$ cat src/shim_pkg.sv
package shim_pkg;

  // Board and word widths
  localparam int N_BOARDS = 8; // Amplifier boards in the shim system
  localparam int BOARD_W  = 3; // Board index
  localparam int STATE_W  = 4; // State code
  localparam int CODE_W   = 25; // Status code
  localparam int STATUS_W = 32; // {board, code, state}
  localparam int TIMER_W  = 32; // Sequencing counter

  // Sequencer states, numbering kept for software compatibility
  localparam logic [STATE_W-1:0] S_IDLE              = 4'd1;
  localparam logic [STATE_W-1:0] S_CONFIRM_SPI_RST   = 4'd2;
  localparam logic [STATE_W-1:0] S_POWER_ON_CTRL_BRD = 4'd3;
  localparam logic [STATE_W-1:0] S_CONFIRM_SPI_START = 4'd4;
  localparam logic [STATE_W-1:0] S_POWER_ON_AMP_BRD  = 4'd5;
  localparam logic [STATE_W-1:0] S_AMP_POWER_WAIT    = 4'd6;
  localparam logic [STATE_W-1:0] S_RUNNING           = 4'd7;
  localparam logic [STATE_W-1:0] S_HALTING           = 4'd8;
  localparam logic [STATE_W-1:0] S_HALTED            = 4'd9;

  // Basic system
  localparam logic [CODE_W-1:0] STS_EMPTY             = 25'h000;
  localparam logic [CODE_W-1:0] STS_OK                = 25'h001;
  localparam logic [CODE_W-1:0] STS_PS_SHUTDOWN       = 25'h002; // sys_en dropped
  // SPI subsystem
  localparam logic [CODE_W-1:0] STS_SPI_RESET_TIMEOUT = 25'h100;
  localparam logic [CODE_W-1:0] STS_SPI_START_TIMEOUT = 25'h101;
  // Configuration checks
  localparam logic [CODE_W-1:0] STS_LOCK_VIOL         = 25'h200;
  localparam logic [CODE_W-1:0] STS_SYS_EN_OOB        = 25'h201;
  localparam logic [CODE_W-1:0] STS_INTEG_WINDOW_OOB  = 25'h205;
  // Shutdown paths
  localparam logic [CODE_W-1:0] STS_SHUTDOWN_SENSE    = 25'h300; // Per board
  localparam logic [CODE_W-1:0] STS_EXT_SHUTDOWN      = 25'h301;
  // Integrator
  localparam logic [CODE_W-1:0] STS_OVER_THRESH       = 25'h400; // Per board
  // Trigger commands
  localparam logic [CODE_W-1:0] STS_BAD_TRIG_CMD      = 25'h500;
  // DAC channels, per board
  localparam logic [CODE_W-1:0] STS_DAC_BOOT_FAIL     = 25'h600;
  localparam logic [CODE_W-1:0] STS_BAD_DAC_CMD       = 25'h601;
  // ADC channels, per board
  localparam logic [CODE_W-1:0] STS_ADC_BOOT_FAIL     = 25'h700;
  localparam logic [CODE_W-1:0] STS_BAD_ADC_CMD       = 25'h701;

  // Minimum dwell before spi_off is trusted
  localparam logic [TIMER_W-1:0] SPI_SETTLE_CYCLES = 32'd10;

  // Delays in clock cycles at 100 MHz
  localparam logic [TIMER_W-1:0] DEF_FORCE_DELAY    = 32'd10000000;  // 100 ms after force release
  localparam logic [TIMER_W-1:0] DEF_RESET_PULSE    = 32'd10000;     // 100 us reset pulse
  localparam logic [TIMER_W-1:0] DEF_RESET_DELAY    = 32'd10000000;  // 100 ms amp power-up
  localparam logic [TIMER_W-1:0] DEF_SPI_RESET_WAIT = 32'd100000000; // 1 s for SPI off
  localparam logic [TIMER_W-1:0] DEF_SPI_START_WAIT = 32'd100000000; // 1 s for SPI start

endpackage

$ cat src/shim_fault_encoder.sv
`timescale 1ns/100ps

module shim_fault_encoder (
  input  logic                             sys_en,
  input  logic                             lock_viol,
  input  logic                             sys_en_oob,
  input  logic                             integ_window_oob,
  input  logic                             ext_shutdown,
  input  logic                             bad_trig_cmd,
  input  logic [shim_pkg::N_BOARDS-1:0]    shutdown_sense,
  input  logic [shim_pkg::N_BOARDS-1:0]    over_thresh,
  input  logic [shim_pkg::N_BOARDS-1:0]    dac_boot_fail,
  input  logic [shim_pkg::N_BOARDS-1:0]    adc_boot_fail,
  input  logic [shim_pkg::N_BOARDS-1:0]    bad_dac_cmd,
  input  logic [shim_pkg::N_BOARDS-1:0]    bad_adc_cmd,
  output logic                             cfg_fault,
  output logic                             boot_fault,
  output logic                             run_fault,
  output logic [shim_pkg::CODE_W-1:0]      cfg_code,
  output logic [shim_pkg::CODE_W-1:0]      boot_code,
  output logic [shim_pkg::CODE_W-1:0]      run_code,
  output logic [shim_pkg::BOARD_W-1:0]     boot_board,
  output logic [shim_pkg::BOARD_W-1:0]     run_board
);

  // Index of lowest set bit, board 0 if none
  function automatic logic [shim_pkg::BOARD_W-1:0] low_board(
    input logic [shim_pkg::N_BOARDS-1:0] vec
  );
    logic [shim_pkg::BOARD_W-1:0] idx;
    idx = '0;
    for (int i = shim_pkg::N_BOARDS - 1; i >= 0; i--) begin
      if (vec[i]) idx = shim_pkg::BOARD_W'(i); // Scan down so lowest wins
    end
    return idx;
  endfunction

  // Pre-start checks, lock_viol only matters once running
  always_comb begin
    cfg_fault = sys_en_oob | integ_window_oob;
    if (sys_en_oob)            cfg_code = shim_pkg::STS_SYS_EN_OOB;
    else if (integ_window_oob) cfg_code = shim_pkg::STS_INTEG_WINDOW_OOB;
    else                       cfg_code = shim_pkg::STS_OK;
  end

  // Boot result, DAC before ADC
  always_comb begin
    boot_fault = (|dac_boot_fail) | (|adc_boot_fail);
    boot_board = '0;
    if (|dac_boot_fail) begin
      boot_code  = shim_pkg::STS_DAC_BOOT_FAIL;
      boot_board = low_board(dac_boot_fail);
    end else if (|adc_boot_fail) begin
      boot_code  = shim_pkg::STS_ADC_BOOT_FAIL;
      boot_board = low_board(adc_boot_fail);
    end else begin
      boot_code  = shim_pkg::STS_OK;
    end
  end

  // Running faults in fixed priority
  always_comb begin
    run_fault = !sys_en | lock_viol | (|shutdown_sense) | ext_shutdown
              | (|over_thresh) | bad_trig_cmd | (|bad_dac_cmd) | (|bad_adc_cmd);
    run_board = '0; // Single faults report board 0
    if (!sys_en)                run_code = shim_pkg::STS_PS_SHUTDOWN;
    else if (lock_viol)         run_code = shim_pkg::STS_LOCK_VIOL;
    else if (|shutdown_sense) begin
      run_code  = shim_pkg::STS_SHUTDOWN_SENSE;
      run_board = low_board(shutdown_sense);
    end
    else if (ext_shutdown)      run_code = shim_pkg::STS_EXT_SHUTDOWN;
    else if (|over_thresh) begin
      run_code  = shim_pkg::STS_OVER_THRESH;
      run_board = low_board(over_thresh);
    end
    else if (bad_trig_cmd)      run_code = shim_pkg::STS_BAD_TRIG_CMD;
    else if (|bad_dac_cmd) begin
      run_code  = shim_pkg::STS_BAD_DAC_CMD;
      run_board = low_board(bad_dac_cmd);
    end
    else if (|bad_adc_cmd) begin
      run_code  = shim_pkg::STS_BAD_ADC_CMD;
      run_board = low_board(bad_adc_cmd);
    end
    else                        run_code = shim_pkg::STS_OK;
  end

  // OR-reductions and priority chains must agree
  always_comb begin
    assert (cfg_fault == (cfg_code != shim_pkg::STS_OK)) else $error("cfg flag/code mismatch");
    assert (boot_fault == (boot_code != shim_pkg::STS_OK)) else $error("boot flag/code mismatch");
    assert (run_fault == (run_code != shim_pkg::STS_OK)) else $error("run flag/code mismatch");
  end

endmodule

$ cat src/shim_seq_timer.sv
`timescale 1ns/100ps

module shim_seq_timer #(
  parameter logic [shim_pkg::TIMER_W-1:0] FORCE_DELAY    = shim_pkg::DEF_FORCE_DELAY,
  parameter logic [shim_pkg::TIMER_W-1:0] RESET_PULSE    = shim_pkg::DEF_RESET_PULSE,
  parameter logic [shim_pkg::TIMER_W-1:0] RESET_DELAY    = shim_pkg::DEF_RESET_DELAY,
  parameter logic [shim_pkg::TIMER_W-1:0] SPI_RESET_WAIT = shim_pkg::DEF_SPI_RESET_WAIT,
  parameter logic [shim_pkg::TIMER_W-1:0] SPI_START_WAIT = shim_pkg::DEF_SPI_START_WAIT
) (
  input  logic                         clk,
  input  logic                         aresetn,
  input  logic                         timer_clear, // State change this cycle
  input  logic [shim_pkg::STATE_W-1:0] state,
  output logic                         settled,
  output logic                         expired
);

  logic [shim_pkg::TIMER_W-1:0] count; // Cycles spent in current state
  logic [shim_pkg::TIMER_W-1:0] limit;

  always_ff @(posedge clk) begin
    if (!aresetn) begin
      count <= '0;
    end else if (timer_clear) begin
      count <= '0; // First cycle of new state sees zero
    end else if (count != '1) begin
      count <= count + 1'b1; // Stops at all-ones
    end
  end

  // Limit of the state being timed
  always_comb begin
    case (state)
      shim_pkg::S_CONFIRM_SPI_RST:   limit = SPI_RESET_WAIT;
      shim_pkg::S_POWER_ON_CTRL_BRD: limit = FORCE_DELAY;
      shim_pkg::S_CONFIRM_SPI_START: limit = SPI_START_WAIT;
      shim_pkg::S_POWER_ON_AMP_BRD:  limit = RESET_PULSE;
      shim_pkg::S_AMP_POWER_WAIT:    limit = RESET_DELAY;
      default:                       limit = '1; // Untimed states
    endcase
  end

  assign settled = (count >= shim_pkg::SPI_SETTLE_CYCLES);
  assign expired = (count >= limit);

  // Every state starts its count from zero
  a_clear_zero: assert property (@(posedge clk) disable iff (!aresetn)
    timer_clear |=> (count == '0));

endmodule

$ cat src/shim_power_fsm.sv
`timescale 1ns/100ps

module shim_power_fsm (
  input  logic                          clk,
  input  logic                          aresetn,
  input  logic                          sys_en,
  input  logic                          spi_off,
  input  logic                          settled,
  input  logic                          expired,
  input  logic                          cfg_fault,
  input  logic                          boot_fault,
  input  logic                          run_fault,
  input  logic [shim_pkg::CODE_W-1:0]   cfg_code,
  input  logic [shim_pkg::CODE_W-1:0]   boot_code,
  input  logic [shim_pkg::CODE_W-1:0]   run_code,
  input  logic [shim_pkg::BOARD_W-1:0]  boot_board,
  input  logic [shim_pkg::BOARD_W-1:0]  run_board,
  output logic [shim_pkg::STATE_W-1:0]  state,
  output logic                          timer_clear,
  output logic                          unlock_cfg,        // Config registers writable
  output logic                          spi_clk_gate,      // SPI clock running
  output logic                          spi_en,
  output logic                          shutdown_sense_en,
  output logic                          block_buffers,     // Hold off PL buffer traffic
  output logic                          n_shutdown_force,
  output logic                          n_shutdown_rst,
  output logic                          ps_interrupt,
  output logic [shim_pkg::STATUS_W-1:0] status_word
);

  logic [shim_pkg::STATE_W-1:0] state_next;
  logic [shim_pkg::CODE_W-1:0]  status_code;
  logic [shim_pkg::BOARD_W-1:0] board_num;
  logic [shim_pkg::CODE_W-1:0]  halt_code;  // Code latched on the way to a halt
  logic [shim_pkg::BOARD_W-1:0] halt_board;

  assign status_word = {board_num, status_code, state};
  assign timer_clear = (state_next != state); // Timer restarts with each new state

  // Next state and halt cause
  always_comb begin
    state_next = state;
    halt_code  = shim_pkg::STS_EMPTY; // Only seen from an illegal state
    halt_board = '0;
    case (state)
      shim_pkg::S_IDLE: if (sys_en) begin
        if (cfg_fault) begin
          state_next = shim_pkg::S_HALTING;
          halt_code  = cfg_code;
        end else begin
          state_next = shim_pkg::S_CONFIRM_SPI_RST;
        end
      end
      shim_pkg::S_CONFIRM_SPI_RST: begin
        if (settled && spi_off) state_next = shim_pkg::S_POWER_ON_CTRL_BRD;
        else if (expired) begin
          state_next = shim_pkg::S_HALTING;
          halt_code  = shim_pkg::STS_SPI_RESET_TIMEOUT;
        end
      end
      shim_pkg::S_POWER_ON_CTRL_BRD:
        if (expired) state_next = shim_pkg::S_CONFIRM_SPI_START;
      shim_pkg::S_CONFIRM_SPI_START: begin
        if (!spi_off) state_next = shim_pkg::S_POWER_ON_AMP_BRD; // SPI came up
        else if (boot_fault) begin
          state_next = shim_pkg::S_HALTING;
          halt_code  = boot_code;
          halt_board = boot_board;
        end else if (expired) begin
          state_next = shim_pkg::S_HALTING;
          halt_code  = shim_pkg::STS_SPI_START_TIMEOUT;
        end
      end
      shim_pkg::S_POWER_ON_AMP_BRD:
        if (expired) state_next = shim_pkg::S_AMP_POWER_WAIT;
      shim_pkg::S_AMP_POWER_WAIT:
        if (expired) state_next = shim_pkg::S_RUNNING;
      shim_pkg::S_RUNNING:
        if (!ps_interrupt && run_fault) begin // Interrupt cycle masks faults
          state_next = shim_pkg::S_HALTING;
          halt_code  = run_code;
          halt_board = run_board;
        end
      shim_pkg::S_HALTING: state_next = shim_pkg::S_HALTED;
      shim_pkg::S_HALTED:  if (!sys_en) state_next = shim_pkg::S_IDLE;
      default:             state_next = shim_pkg::S_HALTED;
    endcase
  end

  // Outputs change on entry to a state
  always_ff @(posedge clk) begin
    if (!aresetn) begin
      state             <= shim_pkg::S_IDLE;
      unlock_cfg        <= 1'b1;
      spi_clk_gate      <= 1'b0;
      spi_en            <= 1'b0;
      shutdown_sense_en <= 1'b0;
      block_buffers     <= 1'b1;
      n_shutdown_force  <= 1'b0; // Amps held off
      n_shutdown_rst    <= 1'b1;
      ps_interrupt      <= 1'b0;
      status_code       <= shim_pkg::STS_OK;
      board_num         <= '0;
    end else begin
      state        <= state_next;
      ps_interrupt <= 1'b0; // Pulses last one cycle
      if (timer_clear) begin
        case (state_next)
          shim_pkg::S_CONFIRM_SPI_RST:   unlock_cfg <= 1'b0; // Lock config
          shim_pkg::S_POWER_ON_CTRL_BRD: n_shutdown_force <= 1'b1;
          shim_pkg::S_CONFIRM_SPI_START: begin
            spi_en       <= 1'b1;
            spi_clk_gate <= 1'b1;
          end
          shim_pkg::S_POWER_ON_AMP_BRD:  n_shutdown_rst <= 1'b0; // Start of reset pulse
          shim_pkg::S_AMP_POWER_WAIT:    n_shutdown_rst <= 1'b1;
          shim_pkg::S_RUNNING: begin
            shutdown_sense_en <= 1'b1;
            block_buffers     <= 1'b0;
            ps_interrupt      <= 1'b1;
          end
          // HALTING entry, or HALTED straight from a bad state
          shim_pkg::S_HALTING, shim_pkg::S_HALTED: if (state != shim_pkg::S_HALTING) begin
            unlock_cfg        <= 1'b1;
            spi_clk_gate      <= 1'b0;
            spi_en            <= 1'b0;
            shutdown_sense_en <= 1'b0;
            block_buffers     <= 1'b1;
            n_shutdown_force  <= 1'b0;
            n_shutdown_rst    <= 1'b1;
            ps_interrupt      <= 1'b1;
            status_code       <= halt_code;
            board_num         <= halt_board;
          end
          shim_pkg::S_IDLE: begin
            status_code <= shim_pkg::STS_OK;
            board_num   <= '0;
          end
          default: ;
        endcase
      end
    end
  end

  // Buffers open only while running
  a_block_run: assert property (@(posedge clk) disable iff (!aresetn)
    !block_buffers |-> (state == shim_pkg::S_RUNNING));

  // Interrupt is strictly a single-cycle pulse
  a_irq_pulse: assert property (@(posedge clk) disable iff (!aresetn)
    ps_interrupt |=> !ps_interrupt);

endmodule

$ cat src/shim_hw_manager.sv
`timescale 1ns/100ps

module shim_hw_manager #(
  parameter logic [shim_pkg::TIMER_W-1:0] FORCE_DELAY    = shim_pkg::DEF_FORCE_DELAY,
  parameter logic [shim_pkg::TIMER_W-1:0] RESET_PULSE    = shim_pkg::DEF_RESET_PULSE,
  parameter logic [shim_pkg::TIMER_W-1:0] RESET_DELAY    = shim_pkg::DEF_RESET_DELAY,
  parameter logic [shim_pkg::TIMER_W-1:0] SPI_RESET_WAIT = shim_pkg::DEF_SPI_RESET_WAIT,
  parameter logic [shim_pkg::TIMER_W-1:0] SPI_START_WAIT = shim_pkg::DEF_SPI_START_WAIT
) (
  input  logic                          clk,
  input  logic                          aresetn,
  input  logic                          sys_en,
  input  logic                          spi_off,
  input  logic                          ext_shutdown,
  input  logic                          lock_viol,
  input  logic                          sys_en_oob,
  input  logic                          integ_window_oob,
  input  logic [shim_pkg::N_BOARDS-1:0] shutdown_sense,
  input  logic [shim_pkg::N_BOARDS-1:0] over_thresh,
  input  logic                          bad_trig_cmd,
  input  logic [shim_pkg::N_BOARDS-1:0] dac_boot_fail,
  input  logic [shim_pkg::N_BOARDS-1:0] bad_dac_cmd,
  input  logic [shim_pkg::N_BOARDS-1:0] adc_boot_fail,
  input  logic [shim_pkg::N_BOARDS-1:0] bad_adc_cmd,
  output logic                          unlock_cfg,
  output logic                          spi_clk_gate,
  output logic                          spi_en,
  output logic                          shutdown_sense_en,
  output logic                          block_buffers,
  output logic                          n_shutdown_force,
  output logic                          n_shutdown_rst,
  output logic [shim_pkg::STATUS_W-1:0] status_word,
  output logic                          ps_interrupt
);

  logic                         cfg_fault, boot_fault, run_fault;
  logic [shim_pkg::CODE_W-1:0]  cfg_code, boot_code, run_code;
  logic [shim_pkg::BOARD_W-1:0] boot_board, run_board;
  logic [shim_pkg::STATE_W-1:0] state;
  logic                         timer_clear, settled, expired;

  // Combinational fault priority
  shim_fault_encoder u_faults (
    .sys_en, .lock_viol, .sys_en_oob, .integ_window_oob, .ext_shutdown, .bad_trig_cmd,
    .shutdown_sense, .over_thresh, .dac_boot_fail, .adc_boot_fail, .bad_dac_cmd, .bad_adc_cmd,
    .cfg_fault, .boot_fault, .run_fault, .cfg_code, .boot_code, .run_code,
    .boot_board, .run_board
  );

  // Per-state delays
  shim_seq_timer #(
    .FORCE_DELAY(FORCE_DELAY), .RESET_PULSE(RESET_PULSE), .RESET_DELAY(RESET_DELAY),
    .SPI_RESET_WAIT(SPI_RESET_WAIT), .SPI_START_WAIT(SPI_START_WAIT)
  ) u_timer (
    .clk, .aresetn, .timer_clear, .state, .settled, .expired
  );

  // Sequencer with registered outputs
  shim_power_fsm u_fsm (
    .clk, .aresetn, .sys_en, .spi_off, .settled, .expired,
    .cfg_fault, .boot_fault, .run_fault, .cfg_code, .boot_code, .run_code,
    .boot_board, .run_board, .state, .timer_clear,
    .unlock_cfg, .spi_clk_gate, .spi_en, .shutdown_sense_en, .block_buffers,
    .n_shutdown_force, .n_shutdown_rst, .ps_interrupt, .status_word
  );

endmodule

$ cat config.mk
export PLATFORM = sky130hd
export DESIGN_NAME = shim_hw_manager
export DESIGN_NICKNAME = d
export VERILOG_FILES = /design/src/shim_pkg.sv /design/src/shim_fault_encoder.sv /design/src/shim_seq_timer.sv /design/src/shim_power_fsm.sv /design/src/shim_hw_manager.sv
export SDC_FILE = /design/constraint.sdc
export NUM_CORES = 1
export LEC_CHECK = 0
export BUFFER_PORTS_ARGS = -buffer_cell sky130_fd_sc_hd__clkbuf_2
export CORE_MARGIN = 2
export CORE_UTILIZATION = 50
export DETAILED_ROUTE_END_ITERATION = 10
export HOLD_SLACK_MARGIN = 0.02
export PLACE_DENSITY = 0.75
export SLEW_MARGIN = 5
export SYNTH_ARGS = -nofsm -noshare
export SYNTH_HDL_FRONTEND = slang
export SYNTH_SLANG_ARGS = --single-unit
$ cat constraint.sdc
create_clock -name clk -period 5.3 [get_ports clk]
set_clock_uncertainty 0.1 [all_clocks]
set_input_delay 0.265 -clock clk [delete_from_list [all_inputs] [get_ports clk]]
set_output_delay 0.265 -clock clk [all_outputs]
set_load 0.005 [all_outputs]
Word level (Yosys, flattened, before mapping)

Index checks and enable logic that the tools add are counted.

Bits in registers: 71
Latch bits: 0
RAM bits: 0
ROM bits: 0
Input port bits: 57
Output and inout bits: 40
Logic and storage cells: 182
Memories kept: 0

Add/sub/neg operators: 1
Multiply operators: 0
Div/mod/pow operators: 0
Order comparisons: 2
Equality and inequality tests: 21
Shift operators: 0
Mux-type cells: 110
Bitwise gates (word level): 10
Reductions and logical operators: 27

Operators by type and width:

| operator                                                               | number |
|---|---|
| 25-bit 2-to-1 mux                                                      | 16 |
| 3-bit 2-to-1 mux                                                       | 62 |
| 25-bit one-hot mux with 4 select lines                                 | 1 |
| 32-bit one-hot mux with 3 select lines                                 | 1 |
| 25-bit one-hot mux with 2 select lines                                 | 1 |
| 8-bit OR reduction                                                     | 6 |
| 4-bit 2-to-1 mux                                                       | 11 |
| 32-bit by 1-bit adder with 32-bit output, second input constant        | 1 |
| 4-bit by 3-bit equality test with 1-bit output, second input constant  | 8 |
| 32-bit >= comparator                                                   | 1 |
| 32-bit by 4-bit >= comparator with 1-bit output, second input constant | 1 |
| 32-bit inequality test, second input constant                          | 1 |
| 4-bit one-hot mux with 8 select lines                                  | 1 |
| 11-bit 2-to-1 mux                                                      | 2 |
| 9-bit 2-to-1 mux                                                       | 2 |
| 3-bit AND reduction                                                    | 6 |
| 4-bit by 2-bit equality test with 1-bit output, second input constant  | 4 |
| 4-bit equality test, second input constant                             | 3 |
| 1-bit one-hot mux with 2 select lines                                  | 6 |
| 3-bit one-hot mux with 2 select lines                                  | 2 |
| 10-bit 2-to-1 mux                                                      | 1 |
| 2-bit nonzero test                                                     | 5 |
| 1-bit bitwise OR                                                       | 9 |
| 4-bit by 1-bit equality test with 1-bit output, second input constant  | 2 |
| other kinds (11)                                                       | 18 |

Logic depth before layout (Yosys ltp)

Gate-level depths: netlist of run 1.

Depth in word-level cells: 20
Mapped depth: 19
Gate-level depth less buffers: 17

Modules after synthesis

From an unflattened synthesis of run 1, not the netlist that was laid out.

Cell total of the unflattened synthesis: 750
Area total of the unflattened synthesis: 5,935.7 um^2

Modules (own cells, without submodules):

| module             | times used | cells an instance | area each (um^2) | sequential area each (um^2) |
|---|---|---|---|---|
| shim_seq_timer     | 1          | 292               | 2,481.1          | 640.6 |
| shim_power_fsm     | 1          | 275               | 2,323.5          | 780.7 |
| shim_fault_encoder | 1          | 183               | 1,131.1          | 0.0 |

Worst setup path before layout of run 1

Ideal clock, no wire load.

Path kind: register -> register
Start point: register u_fsm.state[2] (netlist name)
End point: register u_fsm.status_code[0] (netlist name)
Setup time: 0.121 ns
Arrival time: 4.561 ns
Data required time: 5.079 ns
Setup slack: 0.518 ns
Stages on the path, launching flop included: 19
Buffers on the path: 1
Clock period less this slack: 4.782 ns
Path through: dfxtp_1 > clkbuf_1 > inv_1 > nor3_1 > nor2_1 > nand2_1 > nor2_1 > inv_1 > ha_1 > a21oi_1 > o21ai_0 > a2111oi_0 > o211ai_1 > a21oi_1 > o22ai_1 > a2111oi_4 > o2111a_2 > nor4_2 > mux2_4

Longest elaborated chain between the ends: 12
Elaborated cells between the ends (all ways): 38
Those cells by class: order compare: 1; eq/ne: 14; mux: 18; reduce/logical: 5

Ends and longest elaborated chain:

| element                                                                                                                 | RTL line                                   | RTL |
|---|---|---|
| start: declaration                                                                                                      | shim_power_fsm.sv:18                       | `output logic [shim_pkg::STATE_W-1:0] state,` |
| start signal: assignment                                                                                                | shim_power_fsm.sv:93                       | `state <= shim_pkg::S_IDLE;` |
| start signal: assignment                                                                                                | shim_power_fsm.sv:105                      | `state <= state_next;` |
| 4-bit by 2-bit equality test with 1-bit output / 4-bit by 3-bit equality test with 1-bit output (equally long branches) | shim_seq_timer.sv:33, shim_power_fsm.sv:45 |  |
| 2-bit OR reduction (no line)                                                                                            | --                                         |  |
| 32-bit one-hot mux with 3 select lines                                                                                  | shim_seq_timer.sv:33                       | `case (state)` |
| 32-bit >= comparator                                                                                                    | shim_seq_timer.sv:44                       | `assign expired = (count >= limit);` |
| 4-bit 2-to-1 mux                                                                                                        | shim_power_fsm.sv:56, shim_power_fsm.sv:69 |  |
| 4-bit 2-to-1 mux                                                                                                        | shim_power_fsm.sv:65                       | `else if (boot_fault) begin` |
| 4-bit 2-to-1 mux                                                                                                        | shim_power_fsm.sv:64                       | `if (!spi_off) state_next = shim_pkg::S_POWER_ON_AMP_BRD;` |
| 4-bit one-hot mux with 8 select lines                                                                                   | shim_power_fsm.sv:45                       | `case (state)` |
| 4-bit equality test                                                                                                     | shim_power_fsm.sv:108                      | `case (state_next)` |
| 2-bit OR reduction                                                                                                      | shim_power_fsm.sv:108                      |  |
| 2-bit by 1-bit inequality test with 1-bit output (no line) / 2-bit nonzero test (equally long branches)                 | --                                         |  |
| 3-bit AND reduction (no line)                                                                                           | --                                         |  |
| end signal: assignment                                                                                                  | shim_power_fsm.sv:102                      | `status_code <= shim_pkg::STS_OK;` |
| end signal: assignment                                                                                                  | shim_power_fsm.sv:132                      | `status_code <= halt_code;` |
| end signal: assignment                                                                                                  | shim_power_fsm.sv:136                      | `status_code <= shim_pkg::STS_OK;` |
| end: declaration                                                                                                        | shim_power_fsm.sv:32                       | `logic [shim_pkg::CODE_W-1:0] status_code;` |

Several ways; a longest one is shown, not always the timed one. The select of a mux whose other input is x is not followed.
A chain may end at the register's enable or synchronous reset.

Final worst setup path of run 1

Start point: register u_fsm.state[3] (netlist name)
End point: register u_fsm.status_code[0] (netlist name)

The elaborated chain is that of the path after synthesis.

==> results of run 1 <==
## layout make-up
class	instances	area [um^2]
clock buffers	5	68.8
clock inverters	3	18.8
fillers	767	3430
inverters	25	93.8
multi-input cells	465	2910
flip-flops and latches	52	1040
well taps	105	131
repair buffers	84	438
## final timing paths
kind / to / slack, ns
setup / recovery: u_fsm.status_code[0] / 0.30
hold / removal: u_fsm.status_code[2] / 0.15
setup reg to reg: u_fsm.status_code[0] / 0.30
hold reg to reg: u_fsm.n_shutdown_force / 0.35
## power groups by stage
stage                     Sequential [W]  Combinational [W]  Clock (W)
after floorplan                 0.000421           0.000149          0
after global placement          0.000424           0.000216          0
after detailed placement        0.000425           0.000222          0
after CTS                       0.000416           0.000223   0.000236
after global routing            0.000418           0.000251   0.000250
final                           0.000416           0.000227   0.000230
## placed cells by master, fill, tap and decap left out, types with 3 or more instances in the layout
cell type,n
nor2_1,86
nand3_1,19
clkbuf_2,77
xnor2_1,10
ha_1,34
nand2_1,46
buf_4,7
conb_1,19
and4_1,6
o21ai_0,27
and2_1,8
a211oi_1,8
o21bai_1,4
or3_1,3
nand4_1,21
clkbuf_8,5
a21oi_1,35
nor2b_1,5
dfxtp_1,51
nor4_1,22
nor3_1,17
o211ai_1,4
o22ai_1,4
xor2_1,20
or2_2,3
and3_1,7
a2bb2oi_1,3
a21o_1,3
a211o_1,3
or4_1,4
nand3b_1,3
nand2b_1,7
inv_1,25
## cell families after synthesis
logic type      count (synthesis)  synth area share [%]
mux                             2                 0.631
other cells                     1                0.0901
xor+xnor                       30                  6.32
fa+ha+maj                      34                  10.2
buf+inv                        55                  6.89
flops                          52                  25.0
simple gates                  266                  32.1
compound gates                114                  18.8
## critical path: stages, from the launching register on
cell and delay [ns]:
dfxtp_1 0.51, nor2_1 0.11, and2_1 0.20, or2_2 0.35, nor2_1 0.23, inv_1 0.19, buf_4 0.21, ha_1 0.32
nand4_1 0.15, nor4_1 0.62, a21oi_1 0.29, a211oi_1 0.47, a2111oi_4 0.10, o2111a_2 0.23, nor4_2 0.27, buf_4 0.22
mux2_4 0.31
## state kept, by name, summed over array words and instances, names as in the netlist
name	cells
u_fsm.n_shutdown_rst	1
u_fsm.ps_interrupt	1
u_fsm.spi_clk_gate	1
u_fsm.unlock_cfg	1
u_timer.count	32
u_fsm.board_num	3
u_fsm.shutdown_sense_en	1
u_fsm.block_buffers	1
u_fsm.state	4
u_fsm.n_shutdown_force	1
u_fsm.status_code	6
## layer usage
layer  global-route usage, %  part of all wire [%]  up-vias
met4                    5.43                  0.90        0
li1                        -                     -     2145
met3                    3.56                   6.4       11
met2                    39.0                    46      158
met1                    35.5                    47     2026
met5                       0                     0        -
## through the flow
step,instance area (um^2),utilization (%),hold slack [ns],power [W],cells
after floorplan,4230,-,0.323,0.000570,572
after detailed placement,4600,56.6,0.337,0.000647,731
final,4700,57.8,0.153,0.000873,739
after CTS,4690,57.7,0.146,0.000875,739
after global routing,4700,57.8,0.180,0.000919,739
after global placement,4600,56.6,0.337,0.000640,731
==> qor.txt, run 1 <==
==================================================================================================
Remaining antenna violation count                                                                0
Max-capacitance violation count                                                                  0
Clock transition time at the flip-flop clock pins of the worst setup and hold paths        0.10 ns
TritonCTS clock tree                                                                         built
Hold path start                                                                       integ_window_oob
Buffer cell driving the clock tree root                                                   clkbuf_8
Wirelength, routed                                                                       11,300 um
Area leader, netlist                                                                       dfxtp_1
Clock insertion delay at the later pin of the skew report                                  0.31 ns
Worst path arrival time                                                                    5.11 ns
Instance count along the most critical hold path                                                 3
Flip-flop and latch count after synthesis                                                       52
Effective utilization at floorplan                                                           51.1%
Number of clock sinks                                                                           52
Maximum ir drop on the vdd rail                                                         0.000138 V
Total number of vias                                                                         4,340
Area of the die                                                                          9070 um^2
Count of endpoints failing setup in the final report                                             0
Pre-Repair DR Iteration Count                                                                    5
Worst setup path category                                                               reg -> reg
Net Switching                                                                           0.000284 W
Detailed-route DRC error count                                                                   0
Number of hold buffers added after CTS                                                           0
Number of H-tree levels                                                                          2
Number of nets at the end of the flow                                                          724
Estimated wirelength of the detail-placed design                                           9090 um
Area of the mapped netlist                                                               4160 um^2
Antenna diode instance count                                                                     0
Post CTS Setup Buffer Count                                                                      0
Worst R2R Path Depth                                                                            16
Area Growth Syn to Fin                                                                       13.1%
Clock network fraction of design power                                                       26.4%
FF-to-FF Start                                                                        u_fsm.state[3]
Die Y-Extent                                                                               95.2 um
Unrepaired setup endpoints after global routing                                              false
Number of antenna violations at the first check in global routing                                0
Final number of max-transition violations                                                        0
Vias per inst                                                                                 5.87
Leading cell types by count after synthesis                                           nor2_1 (86), dfxtp_1 (52), nand2_1 (46)
Buffer depth of the longest clock path                                                           2
Post-CTS resize count                                                                            0
Dominant synthesized flop cell                                                             dfxtp_1
Total grt overflow                                                                               0
Final-layout setup total negative slack                                                       0 ns
Count of mapped cells out of synthesis                                                         554
Routability-driven placement congestion ratio                                                0.919
Critical path data required time                                                           5.40 ns
Fraction of layout cells with a size suffix above 1                                          17.0%
All-layer global routing usage                                                               24.7%
Worst-path fanout max                                                                            9
Total core area                                                                          8130 um^2
Post-synthesis sequential area ratio                                                         25.0%
Leading cell types by total area after synthesis                                      dfxtp_1 (25%), ha_1 (10%), nor2_1 (7.8%), a21oi_1 (4.2%), xor2_1 (4.2%)
Number of CTS-inserted buffers                                                                   5
Die span in x                                                                              95.2 um
Largest net degree at the start of global routing                                               32
Site Rows                                                                                       33
Post-synthesis cell type count                                                                  58
Switching share of power                                                                     32.5%
EDFF count, synth                                                                                0
Library cell with the highest instance count after synthesis                                nor2_1
Global-route wire length before repair                                                   18,000 um
Count of routing violations after the opening detailed-route iteration                         257
Power density over cell area                                                           186 nW/um^2
FMAX                                                                                       200 MHz
Average routed wire per standard cell                                                      15.2 um
Sequential fraction of design power                                                          47.7%
Setup WS post-layout                                                                      0.299 ns
Endpoints failing hold                                                                           0
Fraction of post-synthesis cell area in the top cell type by area                            25.0%
Synth warnings                                                                                   0
Max_slew headroom                                                                            41.1%
Critical Path End Type                                                                   flip-flop
Worst Max-Slew Pin Slew                                                                   0.873 ns
Via count of the first global-routing pass                                                   3,790
Number of ports placed on the die boundary                                                      97
Startpoint Class                                                                         flip-flop
Run status                                                                            finished, final reports clean
Leakage power                                                                              2.05 nW
Cell-internal power                                                                     0.000589 W
Shortest clock period the worst path allows after layout                                   5.00 ns
Fraction of registers with async set/reset                                                      0%
Average instance area after synthesis                                                    7.51 um^2
Kind of path behind the tightest hold check                                              in -> reg
Crit share post-route                                                                        94.4%
Crit. Startpoint                                                                      u_fsm.state[3]
Comb power frac                                                                              26.0%
Number of I/O port buffers                                                                      77
Pre-CTS worst setup slack                                                                 0.251 ns
==================================================================================================
Power figures use the tool's default switching activity.
==> run 2, diff against run 1 <==
==> constraint.sdc (replaced) <==
create_clock -name clk -period 5.3 [get_ports clk]
set_clock_uncertainty 0.1 [all_clocks]
set_input_delay 1.06 -clock clk [delete_from_list [all_inputs] [get_ports clk]]
set_output_delay 1.06 -clock clk [all_outputs]
set_load 0.005 [all_outputs]
==> run 2 against run 1 <==
  * Clock power increased by 6%
  * Sequential share of layout area is 0.16 points lower
  * Routed wire length is 4.1% lower
  * Cell count rose by 0.54%
  * Fmax rose by 3.5%
  * Cell area is 0.85% higher
  * Die area unchanged
  * Hold slack improved by 0.21 ns
  * Non-clock buffer count increased by 4
  * First-iteration DRC count rose by 1.6%
  * Critical path depth grew 1
  * Critical endpoint is now u_fsm.n_shutdown_force
==> qor.txt, run 2 (synthesized netlist as in run 1, its figures left out) <==
==================================================================================================
Hold path start                                                                       u_fsm.board_num[0]
Critical Path End Type                                                                   flip-flop
Worst path arrival time                                                                    4.89 ns   -0.22 ns
End of the worst register-to-register path                                            u_fsm.n_shutdown_force
Pre-CTS worst setup slack                                                                 0.384 ns   +0.133 ns
Via count of the first global-routing pass                                                   3,776   -0.37%
Unrepaired setup endpoints after global routing                                              false
Remaining antenna violation count                                                                0   unchanged
Post CTS Setup Buffer Count                                                                      0   unchanged
Routability-driven placement congestion ratio                                                0.911   -0.96%
All-layer global routing usage                                                               23.7%   -0.93 points
Pre-Repair DR Iteration Count                                                                    5   unchanged
Number of antenna violations at the first check in global routing                                0   unchanged
Combined flip-flop and latch cell area                                                   1040 um^2   +0.12%
Number of clock sinks                                                                           52   unchanged
Wirelength, routed                                                                       10,800 um   -4.1%
Number of cells on the critical path                                                            17   +1
Antenna diode instance count                                                                     0   unchanged
Post-CTS resize count                                                                            0   unchanged
Most common cell after layout, fill and taps aside                                          nor2_1
Kind of path behind the tightest hold check                                             reg -> reg
Bufs and invs on worst path                                                                      2   -1
Multi-input logic area                                                                   2900 um^2   -0.34%
Endpoint, Worst Hold                                                                  u_fsm.board_num[0]
Reg2Reg Setup Slack                                                                        0.47 ns   +0.17 ns
Area Growth Syn to Fin                                                                       14.0%
Number of nets at the end of the flow                                                          728   +0.55%
Number of standard cells in the layout, taps in and fillers out                                743   +0.54%
Worst-path fanout max                                                                           12   +3
Critical path data required time                                                           5.36 ns   -0.04 ns
Detailed-route DRC error count                                                                   0   unchanged
Dominant cell type by count on the critical path                                           a21oi_1
Maximum ir drop on the vdd rail                                                         0.000138 V   about the same
Number of ports placed on the die boundary                                                      97   unchanged
Buffer depth of the longest clock path                                                           2   unchanged
FF-to-FF Start                                                                        u_fsm.state[3]
Total of fill cells in the finished design                                                     770   +0.39%
Worst setup path category                                                               reg -> reg
Crit-path leading delay family                                                        compound AO/OA/AOI/OAI gates
Max_slew headroom                                                                            27.4%   -14 points
Number of H-tree levels                                                                          2   unchanged
Crit-path cells                                                                       nor2_1, and2_1, or2_2, nor2_1, inv_1, ha_1, a21oi_1, o21ai_0, a2111oi_0, o211ai_1, a21oi_1, buf_4, a21oi_1, a211oi_1, a2bb2oi_1, and2_1, a21oi_1
Worst R2R Path Depth                                                                            17   +1
Startpoint Class                                                                         flip-flop
Crit. Startpoint                                                                      u_fsm.state[3]
Total core area                                                                          8130 um^2   unchanged
Crit share post-route                                                                        91.1%   -3.2 points
Die Y-Extent                                                                               95.2 um   unchanged
Final number of max-transition violations                                                        0   unchanged
Die span in x                                                                              95.2 um   unchanged
FMAX                                                                                       207 MHz   +3.5%
Delay of the slowest cell on the worst path                                                0.49 ns   -0.13 ns
Site Rows                                                                                       33   unchanged
Worst path slowest cell                                                                    dfxtp_2
Power density over cell area                                                           188 nW/um^2   +1.3%
Total number of vias                                                                         4,246   -2.2%
Number of I/O port buffers                                                                      77   unchanged
Buffer cell driving the clock tree root                                                   clkbuf_8
Clock transition time at the flip-flop clock pins of the worst setup and hold paths        0.10 ns   about the same
Number of instances in the placed design                                                       735   +0.55%
Count of endpoints failing setup in the final report                                             0   unchanged
Vias per inst                                                                                 5.71   -2.7%
Biggest regs                                                                          u_timer.count: 32 flops, u_fsm.status_code: 6 flops, u_fsm.state: 4 flops
Max-capacitance violation count                                                                  0   unchanged
Run status                                                                            finished, final reports clean
Global-route wire length before repair                                                   17,500 um   -3.0%
Area of the die                                                                          9070 um^2   unchanged
Clock insertion delay at the later pin of the skew report                                  0.31 ns   about the same
TritonCTS clock tree                                                                         built
Count of routing violations after the opening detailed-route iteration                         261   +1.6%
Number of CTS-inserted buffers                                                                   5   unchanged
Average routed wire per standard cell                                                      14.5 um   -4.6%
Leakage power                                                                              2.07 nW   +0.82%
Largest net degree at the start of global routing                                               25   -22%
Largest register by flop count                                                        u_timer.count
Instance count along the most critical hold path                                                 2   -1
Total grt overflow                                                                               0   unchanged
Effective utilization at floorplan                                                           51.1%   unchanged
Estimated wirelength of the detail-placed design                                           8780 um   -3.5%
Worst Max-Slew Pin Slew                                                                    1.08 ns   +0.202 ns
Shortest clock period the worst path allows after layout                                   4.83 ns   -0.170 ns
Number of flip-flops in the largest register                                                    32   unchanged
Endpoints failing hold                                                                           0   unchanged
Fraction of layout cells with a size suffix above 1                                          17.4%   +0.36 points
Final-layout setup total negative slack                                                       0 ns   unchanged
Number of hold buffers added after CTS                                                           0   unchanged
Setup WS post-layout                                                                      0.469 ns   +0.170 ns
Most frequent cells in the layout                                                     nor2_1 (86), clkbuf_2 (77), dfxtp_1 (50)
==================================================================================================
run 2: cell count changes in the layout (fill, tap and decap cells not counted), sizes merged:
cell      delta
buf          +4
clkinv       -3
clkbuf       +2
clkinvlp     +1
run 2: power by group:
part,internal (W),switching [W]
registers,0.000403,0.0000152
clock network,0.000107,0.000137
logic,0.000103,0.000128
total,0.000612,0.000280
run 2: metrics by stage:
step / utilization [%] / cell area [um^2] / hold WS (ns) / power, W
floorplan: - / 4230 / 0.342 / 0.000570
global placement: 57.1 / 4650 / 0.339 / 0.000649
detailed placement: 57.1 / 4650 / 0.356 / 0.000654
CTS: 58.3 / 4740 / 0.368 / 0.000897
global route: 58.3 / 4740 / 0.400 / 0.000938
finish: 58.3 / 4740 / 0.363 / 0.000892
run 2: area by class of cell:
cell class,count,share of cell area (%)
repair buffers,88,10.1
inverters,25,1.98
multi-input cells,465,61.1
clock inverters,1,0.158
flip-flops and latches,52,22.0
clock buffers,7,1.82
well taps,105,2.77
run 2: how the worst max path moves through the flow:
| stage | end | slack (ns) |
|---|---|---|
| 6_report | u_fsm.n_shutdown_force | 0.47 |
| 4_1_cts | u_fsm.status_code[0] | 0.43 |
| 2_1_floorplan | u_fsm.status_code[0] | 0.52 |
| 3_5_place_dp | u_fsm.status_code[0] | 0.38 |
| 5_1_grt | u_fsm.n_shutdown_force | 0.09 |
| 3_3_place_gp | u_fsm.status_code[0] | 0.45 |
run 2: metal layers:
metal / share of wire, % / global-route usage, % / wire [um] / up-vias
met5: 0 / 0 / 0 / -
met4: 0.95 / 5.80 / 103 / 0
met3: 5.8 / 3.32 / 629 / 9
met2: 46 / 38.1 / 4980 / 146
met1: 47 / 33.5 / 5090 / 1945
li1: - / - / - / 2146
run 2: worst register-to-register path, delay by kind of cell (launching register included):
family | cells | cell delay, ns
buf+inv | 2 | 0.40
compound gates | 9 | 2.23
fa+ha+maj | 1 | 0.33
simple gates | 5 | 1.13
flops | 1 | 0.49
